### config.mk
export PLATFORM = sky130hd
export DESIGN_NAME = ex_unit
export DESIGN_NICKNAME = d
export VERILOG_FILES = /design/src/logic/ex_pkg.sv /design/src/logic/alu.sv /design/src/logic/branch_control.sv /design/src/logic/instr_decode.sv /design/src/logic/execute.sv /design/src/logic/ex_unit.sv
export VERILOG_INCLUDE_DIRS = /design/src /design/src/include
export SDC_FILE = /design/constraint.sdc
export NUM_CORES = 1
export LEC_CHECK = 0
export BUFFER_PORTS_ARGS = -buffer_cell sky130_fd_sc_hd__buf_2
export CORE_UTILIZATION = 55
export DETAILED_ROUTE_END_ITERATION = 10
export MAX_ROUTING_LAYER = met4
export PLACE_DENSITY_LB_ADDON = 0.3
export SLEW_MARGIN = 20
export SYNTH_ARGS = -nofsm -noshare
export SYNTH_HDL_FRONTEND = slang
export SYNTH_SLANG_ARGS = --single-unit
### constraint.sdc
create_clock -name clk -period 9.91 [get_ports clk]
set_clock_uncertainty 0.15 [all_clocks]
set_input_delay 0.991 -clock clk [delete_from_list [all_inputs] [get_ports clk]]
set_output_delay 0.991 -clock clk [all_outputs]
set_load 0.01 [all_outputs]
### src/include/ex_defines.svh
`ifndef EX_DEFINES_SVH
`define EX_DEFINES_SVH

// Datapath width of the execute stage
`define EX_DATA_W 16

// Issue buffer entries, also the credits a sender holds after reset
`define EX_IN_DEPTH 4

// Result slots held by the consumer
`define EX_OUT_CREDITS 2

// Immediate field widths taken from the instruction word
`define EX_IMM5_W 5
`define EX_IMM8_W 8
`define EX_IMM11_W 11

`endif

### src/logic/ex_pkg.sv
`include "ex_defines.svh"

package ex_pkg;

    // Opcode lives in instruction[15:11]; low two bits pick the variant within a group
    typedef enum logic [4:0] {
        OP_NOP   = 5'b00001,
        OP_J     = 5'b00100,
        OP_JR    = 5'b00101,
        OP_ADDI  = 5'b01000,
        OP_SUBI  = 5'b01001,
        OP_XORI  = 5'b01010,
        OP_ANDNI = 5'b01011,
        OP_BEQZ  = 5'b01100,
        OP_BNEZ  = 5'b01101,
        OP_BLTZ  = 5'b01110,
        OP_BGEZ  = 5'b01111,
        OP_BTR   = 5'b10001,
        OP_SLBI  = 5'b10010,
        OP_LBI   = 5'b10011,
        OP_ROL   = 5'b10100,
        OP_SLL   = 5'b10101,
        OP_ROR   = 5'b10110,
        OP_SRL   = 5'b10111,
        OP_ADD   = 5'b11000,
        OP_SUB   = 5'b11001,
        OP_XOR   = 5'b11010,
        OP_ANDN  = 5'b11011,
        OP_SEQ   = 5'b11100,
        OP_SLT   = 5'b11101,
        OP_SLE   = 5'b11110,
        OP_SCO   = 5'b11111
    } ex_opcode_e;

    typedef enum logic [2:0] {
        ALU_ROL, ALU_SLL, ALU_ROR, ALU_SRL, ALU_ADD, ALU_OR, ALU_XOR, ALU_ANDN
    } alu_op_e;

    typedef enum logic [1:0] {SRC_A_REG, SRC_A_SHIFT8, SRC_A_BITREV, SRC_A_ILLEGAL} src_a_e;
    typedef enum logic [1:0] {SRC_B_REG, SRC_B_IMM, SRC_B_ZERO, SRC_B_ILLEGAL} src_b_e;
    typedef enum logic [1:0] {PC_SEQUENTIAL, PC_BRANCH, PC_JUMP, PC_REGISTER} pc_sel_e;
    typedef enum logic [1:0] {SET_EQ, SET_LT, SET_LE, SET_CARRY} set_sel_e;
    typedef enum logic [1:0] {BR_EQZ, BR_NEZ, BR_LTZ, BR_GEZ} br_cond_e;

    typedef struct packed {
        alu_op_e  alu_op;
        src_a_e   src_a;
        src_b_e   src_b;
        pc_sel_e  pc_sel;
        set_sel_e set_sel;
        br_cond_e br_cond;
        logic     res_sel;    // Take the set result instead of the ALU result
        logic     cin;
        logic     inv_a;
        logic     inv_b;
        logic     signed_cmp;
    } ex_ctrl_t;

    typedef struct packed {
        logic [`EX_DATA_W-1:0] instruction;
        logic [`EX_DATA_W-1:0] pc_plus;
        logic [`EX_DATA_W-1:0] reg1_data;
        logic [`EX_DATA_W-1:0] reg2_data;
    } issue_pkt_t;

    typedef struct packed {
        logic [`EX_DATA_W-1:0] alu_out;
        logic [`EX_DATA_W-1:0] pc_next;
        logic                  flush;
    } result_pkt_t;

endpackage

### src/logic/alu.sv
`timescale 1ns/1ps
`include "ex_defines.svh"

module alu
    import ex_pkg::*;
(
    input  logic [`EX_DATA_W-1:0] a,
    input  logic [`EX_DATA_W-1:0] b,
    input  logic                  cin,
    input  logic                  inv_a,
    input  logic                  inv_b,
    input  logic                  signed_cmp,
    input  alu_op_e               op,
    output logic [`EX_DATA_W-1:0] result,
    output logic                  zero,
    output logic                  lt_zero,
    output logic                  cout,
    output logic                  sle_lt_zero
);

    localparam int W = `EX_DATA_W;
    localparam int SH_W = $clog2(W);

    logic [W-1:0]   a_eff;
    logic [W-1:0]   b_eff;
    logic [W-1:0]   sum;
    logic [2*W-1:0] rot_l;
    logic [2*W-1:0] rot_r;
    logic [SH_W-1:0] sh_amt;
    logic           overflow;

    assign a_eff  = inv_a ? ~a : a;
    assign b_eff  = inv_b ? ~b : b;
    assign sh_amt = b_eff[SH_W-1:0];

    assign {cout, sum} = {1'b0, a_eff} + {1'b0, b_eff} + {{W{1'b0}}, cin};

    // Signed overflow when both addends agree in sign and the sum does not
    assign overflow = (a_eff[W-1] == b_eff[W-1]) && (sum[W-1] != a_eff[W-1]);

    // With inv_b and cin set this is a < b for the compare ops
    assign sle_lt_zero = signed_cmp ? (sum[W-1] ^ overflow) : ~cout;

    // Doubled operand lets one shifter produce both rotate directions
    assign rot_l = {a_eff, a_eff} << sh_amt;
    assign rot_r = {a_eff, a_eff} >> sh_amt;

    always_comb begin
        case (op)
            ALU_ROL:  result = rot_l[2*W-1:W];
            ALU_SLL:  result = a_eff << sh_amt;
            ALU_ROR:  result = rot_r[W-1:0];
            ALU_SRL:  result = a_eff >> sh_amt;
            ALU_ADD:  result = sum;
            ALU_OR:   result = (a_eff & {W{cin}}) | b_eff;  // A joins only with cin, LBI passes B
            ALU_XOR:  result = a_eff ^ b_eff;
            ALU_ANDN: result = a_eff & ~b_eff;
            default:  result = sum;
        endcase
    end

    assign zero    = (result == '0);
    assign lt_zero = result[W-1];

endmodule

### src/logic/branch_control.sv
`timescale 1ns/1ps
`include "ex_defines.svh"

module branch_control
    import ex_pkg::*;
(
    input  br_cond_e              br_cond,
    input  logic                  branch,
    input  logic                  alu_z,
    input  logic                  alu_ltz,
    input  logic [`EX_DATA_W-1:0] pc_plus,
    input  logic [`EX_DATA_W-1:0] branch_offset,
    output logic [`EX_DATA_W-1:0] branch_address
);

    logic cond_met;

    // Flags come from Rs+0, so they describe Rs itself
    always_comb begin
        case (br_cond)
            BR_EQZ:  cond_met = alu_z;
            BR_NEZ:  cond_met = ~alu_z;
            BR_LTZ:  cond_met = alu_ltz;
            BR_GEZ:  cond_met = ~alu_ltz;
            default: cond_met = 1'b0;
        endcase
    end

    assign branch_address = (branch && cond_met) ? pc_plus + branch_offset : pc_plus;

endmodule

### src/logic/instr_decode.sv
`timescale 1ns/1ps
`include "ex_defines.svh"

module instr_decode
    import ex_pkg::*;
(
    input  logic [`EX_DATA_W-1:0] instruction,
    output ex_ctrl_t              ctrl,
    output logic [`EX_DATA_W-1:0] imm_ext
);

    localparam int W = `EX_DATA_W;

    ex_opcode_e   opcode;
    logic [W-1:0] imm5_ext;
    logic [W-1:0] imm8_ext;
    logic [W-1:0] imm11_ext;

    assign opcode = ex_opcode_e'(instruction[W-1:W-5]);

    assign imm5_ext  = {{(W-`EX_IMM5_W){instruction[`EX_IMM5_W-1]}},
                        instruction[`EX_IMM5_W-1:0]};
    assign imm8_ext  = {{(W-`EX_IMM8_W){instruction[`EX_IMM8_W-1]}},
                        instruction[`EX_IMM8_W-1:0]};
    assign imm11_ext = {{(W-`EX_IMM11_W){instruction[`EX_IMM11_W-1]}},
                        instruction[`EX_IMM11_W-1:0]};

    always_comb begin
        // NOP controls, also used for unknown opcodes
        ctrl.alu_op     = ALU_ADD;
        ctrl.src_a      = SRC_A_REG;
        ctrl.src_b      = SRC_B_ZERO;
        ctrl.pc_sel     = PC_SEQUENTIAL;
        ctrl.set_sel    = SET_EQ;
        ctrl.br_cond    = BR_EQZ;
        ctrl.res_sel    = 1'b0;
        ctrl.cin        = 1'b0;
        ctrl.inv_a      = 1'b0;
        ctrl.inv_b      = 1'b0;
        ctrl.signed_cmp = 1'b0;
        imm_ext         = imm5_ext;

        case (opcode)
            OP_ADD, OP_SUB, OP_XOR, OP_ANDN,
            OP_ADDI, OP_SUBI, OP_XORI, OP_ANDNI: begin
                ctrl.src_b = opcode[4] ? SRC_B_REG : SRC_B_IMM;
                case (opcode[1:0])
                    2'b00: ctrl.alu_op = ALU_ADD;
                    2'b01: begin
                        ctrl.inv_a = 1'b1;  // Second operand minus Rs
                        ctrl.cin   = 1'b1;
                    end
                    2'b10: ctrl.alu_op = ALU_XOR;
                    default: ctrl.alu_op = ALU_ANDN;
                endcase
            end
            OP_ROL, OP_SLL, OP_ROR, OP_SRL: begin
                ctrl.alu_op = alu_op_e'({1'b0, opcode[1:0]});
                ctrl.src_b  = SRC_B_REG;
            end
            OP_BTR: ctrl.src_a = SRC_A_BITREV;
            OP_SLBI: begin
                ctrl.src_a = SRC_A_SHIFT8;
                imm_ext    = imm8_ext;
            end
            OP_LBI: begin
                ctrl.alu_op = ALU_OR;
                ctrl.src_b  = SRC_B_IMM;
                imm_ext     = imm8_ext;
            end
            OP_SEQ, OP_SLT, OP_SLE, OP_SCO: begin
                ctrl.src_b   = SRC_B_REG;
                ctrl.res_sel = 1'b1;
                ctrl.set_sel = set_sel_e'(opcode[1:0]);
                if (opcode != OP_SCO) begin
                    ctrl.inv_b      = 1'b1;  // Compares look at Rs-Rt
                    ctrl.cin        = 1'b1;
                    ctrl.signed_cmp = 1'b1;
                end
            end
            OP_BEQZ, OP_BNEZ, OP_BLTZ, OP_BGEZ: begin
                ctrl.pc_sel  = PC_BRANCH;
                ctrl.br_cond = br_cond_e'(opcode[1:0]);
                imm_ext      = imm8_ext;
            end
            OP_J: begin
                ctrl.pc_sel = PC_JUMP;
                imm_ext     = imm11_ext;
            end
            OP_JR: begin
                ctrl.pc_sel = PC_REGISTER;
                ctrl.src_b  = SRC_B_IMM;
                imm_ext     = imm8_ext;
            end
            default: ;
        endcase
    end

endmodule

### src/logic/execute.sv
`timescale 1ns/1ps
`include "ex_defines.svh"

module execute
    import ex_pkg::*;
(
    input  ex_ctrl_t              ctrl,
    input  logic [`EX_DATA_W-1:0] instruction,
    input  logic [`EX_DATA_W-1:0] pc_plus,
    input  logic [`EX_DATA_W-1:0] reg1_data,
    input  logic [`EX_DATA_W-1:0] reg2_data,
    input  logic [`EX_DATA_W-1:0] imm_ext,
    output logic [`EX_DATA_W-1:0] alu_out,
    output logic [`EX_DATA_W-1:0] pc_next,
    output logic                  flush
);

    localparam int W = `EX_DATA_W;
    localparam int HALF = W / 2;

    logic [W-1:0] alu_a;
    logic [W-1:0] alu_b;
    logic [W-1:0] alu_result;
    logic [W-1:0] set_out;
    logic [W-1:0] reg1_rev;
    logic [W-1:0] branch_offset;
    logic [W-1:0] branch_address;
    logic [W-1:0] jump_address;
    logic         alu_z;
    logic         alu_ltz;
    logic         alu_cout;
    logic         sle_lt_zero;

    assign reg1_rev      = {<<{reg1_data}};
    assign branch_offset = {{(W-`EX_IMM8_W){instruction[`EX_IMM8_W-1]}},
                            instruction[`EX_IMM8_W-1:0]};
    assign jump_address  = pc_plus + {{(W-`EX_IMM11_W){instruction[`EX_IMM11_W-1]}},
                                      instruction[`EX_IMM11_W-1:0]};

    always_comb begin
        case (ctrl.src_a)
            SRC_A_SHIFT8: alu_a = {reg1_data[HALF-1:0], imm_ext[HALF-1:0]};
            SRC_A_BITREV: alu_a = reg1_rev;
            default:      alu_a = reg1_data;
        endcase
    end

    always_comb begin
        case (ctrl.src_b)
            SRC_B_IMM:  alu_b = imm_ext;
            SRC_B_ZERO: alu_b = '0;
            default:    alu_b = reg2_data;
        endcase
    end

    alu i_alu (
        .a           (alu_a),
        .b           (alu_b),
        .cin         (ctrl.cin),
        .inv_a       (ctrl.inv_a),
        .inv_b       (ctrl.inv_b),
        .signed_cmp  (ctrl.signed_cmp),
        .op          (ctrl.alu_op),
        .result      (alu_result),
        .zero        (alu_z),
        .lt_zero     (alu_ltz),
        .cout        (alu_cout),
        .sle_lt_zero (sle_lt_zero)
    );

    branch_control i_branch_control (
        .br_cond        (ctrl.br_cond),
        .branch         (ctrl.pc_sel == PC_BRANCH),
        .alu_z          (alu_z),
        .alu_ltz        (alu_ltz),
        .pc_plus        (pc_plus),
        .branch_offset  (branch_offset),
        .branch_address (branch_address)
    );

    always_comb begin
        case (ctrl.set_sel)
            SET_EQ:  set_out = {{(W-1){1'b0}}, alu_z};
            SET_LT:  set_out = {{(W-1){1'b0}}, sle_lt_zero};
            SET_LE:  set_out = {{(W-1){1'b0}}, sle_lt_zero | alu_z};
            default: set_out = {{(W-1){1'b0}}, alu_cout};
        endcase
    end

    assign alu_out = ctrl.res_sel ? set_out : alu_result;

    always_comb begin
        case (ctrl.pc_sel)
            PC_BRANCH:   pc_next = branch_address;
            PC_JUMP:     pc_next = jump_address;
            PC_REGISTER: pc_next = alu_out;  // JR target comes out of the adder
            default:     pc_next = pc_plus;
        endcase
    end

    assign flush = (ctrl.pc_sel != PC_SEQUENTIAL);

    // The decoder must never hand over the spare select codes
    a_src_a_legal: assert property (@(ctrl) ctrl.src_a != SRC_A_ILLEGAL)
        else $error("execute: illegal operand A select from decoder");
    a_src_b_legal: assert property (@(ctrl) ctrl.src_b != SRC_B_ILLEGAL)
        else $error("execute: illegal operand B select from decoder");

endmodule

### src/logic/ex_unit.sv
`timescale 1ns/1ps
`include "ex_defines.svh"

module ex_unit
    import ex_pkg::*;
(
    input  logic        clk,
    input  logic        arst_n,
    input  logic        in_valid,
    input  issue_pkt_t  in_pkt,
    output logic        in_credit,
    output logic        res_valid,
    output result_pkt_t res_pkt,
    input  logic        res_credit
);

    localparam int W = `EX_DATA_W;
    localparam int DEPTH = `EX_IN_DEPTH;
    localparam int PTR_W = (DEPTH > 1) ? $clog2(DEPTH) : 1;
    localparam int CNT_W = $clog2(DEPTH + 1);
    localparam int CRED_W = $clog2(`EX_OUT_CREDITS + 1);

    issue_pkt_t        buf_mem [DEPTH];
    issue_pkt_t        head;
    logic [PTR_W-1:0]  wr_ptr;
    logic [PTR_W-1:0]  rd_ptr;
    logic [CNT_W-1:0]  count;
    logic [CRED_W-1:0] out_credits;
    logic              pop;
    ex_ctrl_t          ctrl;
    logic [W-1:0]      imm_ext;
    logic [W-1:0]      alu_out;
    logic [W-1:0]      pc_next;
    logic              flush;

    assign head = buf_mem[rd_ptr];
    assign pop  = (count != '0) && (out_credits != '0);  // Head leaves only with a free slot

    always_ff @(posedge clk) begin
        if (in_valid) begin
            buf_mem[wr_ptr] <= in_pkt;
        end
    end

    always_ff @(posedge clk or negedge arst_n) begin
        if (!arst_n) begin
            wr_ptr <= '0;
            rd_ptr <= '0;
            count  <= '0;
        end else begin
            if (in_valid) begin
                wr_ptr <= (wr_ptr == PTR_W'(DEPTH - 1)) ? '0 : wr_ptr + 1'b1;
            end
            if (pop) begin
                rd_ptr <= (rd_ptr == PTR_W'(DEPTH - 1)) ? '0 : rd_ptr + 1'b1;
            end
            case ({in_valid, pop})
                2'b10:   count <= count + 1'b1;
                2'b01:   count <= count - 1'b1;
                default: count <= count;
            endcase
        end
    end

    always_ff @(posedge clk or negedge arst_n) begin
        if (!arst_n) begin
            out_credits <= CRED_W'(`EX_OUT_CREDITS);
        end else begin
            case ({res_credit, pop})
                2'b10:   out_credits <= out_credits + 1'b1;
                2'b01:   out_credits <= out_credits - 1'b1;
                default: out_credits <= out_credits;
            endcase
        end
    end

    instr_decode i_instr_decode (
        .instruction (head.instruction),
        .ctrl        (ctrl),
        .imm_ext     (imm_ext)
    );

    execute i_execute (
        .ctrl        (ctrl),
        .instruction (head.instruction),
        .pc_plus     (head.pc_plus),
        .reg1_data   (head.reg1_data),
        .reg2_data   (head.reg2_data),
        .imm_ext     (imm_ext),
        .alu_out     (alu_out),
        .pc_next     (pc_next),
        .flush       (flush)
    );

    always_ff @(posedge clk or negedge arst_n) begin
        if (!arst_n) begin
            res_valid <= 1'b0;
            in_credit <= 1'b0;
        end else begin
            res_valid <= pop;
            in_credit <= pop;  // Freed entry goes back to the sender with the result
        end
    end

    always_ff @(posedge clk) begin
        if (pop) begin
            res_pkt <= '{alu_out: alu_out, pc_next: pc_next, flush: flush};
        end
    end

    // A full buffer returns its credit one cycle after the pop, so no push may land
    a_no_overflow: assert property (@(posedge clk) disable iff (!arst_n)
        in_valid |-> count != CNT_W'(DEPTH))
        else $error("ex_unit: packet sent into a full issue buffer");

    a_credit_bound: assert property (@(posedge clk) disable iff (!arst_n)
        res_credit && !pop |-> out_credits < CRED_W'(`EX_OUT_CREDITS))
        else $error("ex_unit: consumer returned more credits than it holds");

endmodule

==> flow_metrics.py <==
metrics = {
    "synth": {
        "synth_cell_type_count": 99,
        "avgSynthCellArea_um2": 11.6,
        "synth_edf_count": 289,
        "synth-seq-area-share_pct": 47.9,
        "synth.cell_area_um2": 18600,
        "synthArstFlopShare_pct": 3.34,
        "synth_cells": 1611,
        "ys_warn_count": 0,
        "synth_nets": 1747,
        "ys.flop_type": "edfxtp_1",
        "yosys_register_bits": 299,
    },
    "final_layout": {
        "most-common-layout-cells": "edfxtp_1 (289), nand2_1 (132), buf_2 (102)",
        "drive_above_1_share_pct": 20.7,
        "final_net_count": 1819,
        "final_core_util_pct": 61.3,
        "final_cell_count_no_fill": 2154,
        "area_growth_pct": 10.1,
        "layout_commonest_cell": "edfxtp_1",
    },
    "sta": {
        "setup_viol": 0,
        "finalHoldViolCount": 0,
        "setup-tns-final_ns": 0,
        "fmax_mhz": 107,
        "max-slew-margin-rel_pct": 23.8,
        "finalCritPeriodShare_pct": 94.5,
        "tightest_slew_ns": 1.13,
        "setup_slack_ns": 0.546,
        "min_period_ns": 9.36,
        "slew_violations": 0,
        "rsz0062_at_grt": "no",
    },
    "global_route": {
        "overflow": 0,
        "track_usage_pct": 33.2,
        "antenna_found_initial": 1,
        "grt_pass1_vias": 13400,
        "grt_start_max_net_pins": 65,
        "grt_pass1_wl_um": 82800,
    },
    "critical_path": {
        "critPathRequiredTime_ns": 10.07,
        "critPathBufInv": 2,
        "crit_path_frequent_cell": "o21ai_0",
        "cp-end-kind": "flip-flop",
        "startpoint_type": "flip-flop",
        "cp_slowest_cell": "or4_1",
        "timing.critical_path.fanout_max": 12,
        "crit_type": "reg -> reg",
        "max_stage_delay_ns": 0.55,
        "path_delay_family": "compound AO/OA/AOI/OAI gates",
        "cp_num_cells": 33,
        "worstPathArrival_ns": 9.52,
        "reg2reg_slack_ns": 0.55,
        "reg2regPathDepth": 33,
        "r2r-start": "rd_ptr[0]",
        "timing.rr.end": "res_pkt[11]",
    },
    "detailed_routing": {
        "dr.pass1.iters": 7,
        "vias": 14600,
        "ant_nets": 0,
        "viasPerCell": 6.79,
        "drt-initial-drc-count": 1887,
        "drc": 0,
        "routed_wl_um": 55700,
        "wire_per_inst_um": 25.9,
    },
    "place": {
        "hpwlAfterDp_um": 39900,
        "dp.cells": 2101,
        "dpl_worst_slack_ns": 0.373,
        "numPortBuffers": 102,
        "routabilityCongestion": 1.03,
    },
    "die": {
        "die_area_um2": 34600,
        "start_util_pct": 55.7,
        "ios": 103,
        "dieHeight_um": 186,
        "core_area_um2": 33400,
        "placementRows": 67,
        "die_x_um": 186,
    },
    "cts": {
        "cts.sinks": 299,
        "cts_root_buffer": "clkbuf_16",
        "htreeDepth": 1,
        "clockBufferDepth": 3,
        "ctsHoldBuffers": 0,
        "cts_buffers": 28,
        "clkLatencyLatePin_ns": 0.57,
        "clk_pin_slew_ns": 0.06,
        "cts_tree": "yes",
    },
    "job": {
        "cap_violations": 0,
    },
    "min_path": {
        "min_path_type": "in -> async",
    },
    "status": {
        "outcome": "finished, final reports clean",
    },
}
==> cells in the mapped netlist (10+ instances only) <==
cell | instances | area [um^2]
edfxtp_1 | 289 | 8680
nand2_1 | 132 | 495
nor2_1 | 89 | 334
a21oi_1 | 86 | 430
o21ai_0 | 85 | 425
ha_1 | 63 | 788
mux4_2 | 60 | 1350
xnor2_1 | 51 | 447
buf_2 | 43 | 215
nand3_1 | 43 | 215
inv_1 | 41 | 154
mux2_2 | 41 | 462
a31oi_1 | 32 | 200
mux2i_1 | 32 | 320
clkbuf_1 | 30 | 113
nor3_1 | 30 | 150
o211ai_1 | 28 | 210
and2_1 | 23 | 144
a21o_1 | 22 | 165
a221oi_1 | 22 | 193
a211oi_1 | 21 | 158
a22oi_1 | 19 | 143
o22ai_1 | 18 | 113
or3_1 | 16 | 100
nand2b_1 | 15 | 93.8
o21a_1 | 13 | 97.6
buf_1 | 12 | 45.0
buf_4 | 11 | 82.6
xor2_1 | 11 | 96.3
and3_1 | 10 | 62.6
nor2b_1 | 10 | 62.6
==> per-layer routing <==
layer  part of all wire, %  track usage, %  vias to the layer above
met1                    42            47.0                     7240
met4                   2.3            8.36                        0
li1                      -               -                     6459
met5                     0               -                        -
met2                    47            50.6                      838
met3                   8.9            4.68                       88
==> per-stage QoR <==
stage / hold slack, ns / cell area, um^2
final: 0.128 / 20500
after global routing: 0.135 / 20500
after CTS: 0.117 / 20500
after detailed placement: 0.334 / 19500
after global placement: 0.322 / 19500
after floorplan: 0.292 / 18600
==> how the worst max path moves through the flow <==
stage / start / to
after floorplan: rd_ptr[0] / res_pkt[16]
after global routing: rd_ptr[0] / res_pkt[11]
after detailed placement: rd_ptr[0] / res_pkt[13]
after global placement: rd_ptr[1] / res_pkt[13]
after CTS: rd_ptr[0] / res_pkt[13]
final: rd_ptr[0] / res_pkt[11]
==> worst reg2reg max path, delay by kind of cell (launching register included) <==
family / cells / cell delay, ns
XOR/XNOR: 2 / 0.59
multiplexers: 1 / 0.54
buffers and inverters: 2 / 0.35
adder cells (fa/ha/maj): 3 / 1.33
AO/OA/AOI/OAI: 17 / 3.42
AND/OR/NAND/NOR: 8 / 2.20
flip-flops: 1 / 0.52
==> timing repair <==
item                                    in CTS  in global routing
buffers inserted                             0                  0
endpoints found under the setup margin       0                 16
resized for setup                            0                  5
==> kinds of logic (layout without fill, tap and decap cells) <==
family / count (synthesis) / count (layout) / synth area share (%)
buf+inv: 152 / 246 / 3.93
mux: 135 / 135 / 11.6
compound gates: 479 / 479 / 17.9
other cells: 0 / 1 / 0
xor+xnor: 64 / 64 / 3.09
flops: 299 / 299 / 47.9
fa+ha+maj: 68 / 68 / 4.77
simple gates: 414 / 414 / 10.9
==> state kept, by name, summed over array words and instances (netlist names) <==
name and cells:
rd_ptr 2, wr_ptr 2, res_valid 1, buf_mem 256, count 3, res_pkt 33
out_credits 2
==> area by class of cell <==
type                       count  area, um^2
antenna                        1        2.50
clock buffer                  30         708
clock inverter                22         240
fill                        2591       12900
inverter                      47         180
multi-input combinational   1160        9040
sequential                   299        8940
tap                          448         561
timing repair buffer         147         848
Power is not shown: default switching activity piles up to over one toggle a cycle in this logic, so the estimate is an artifact.
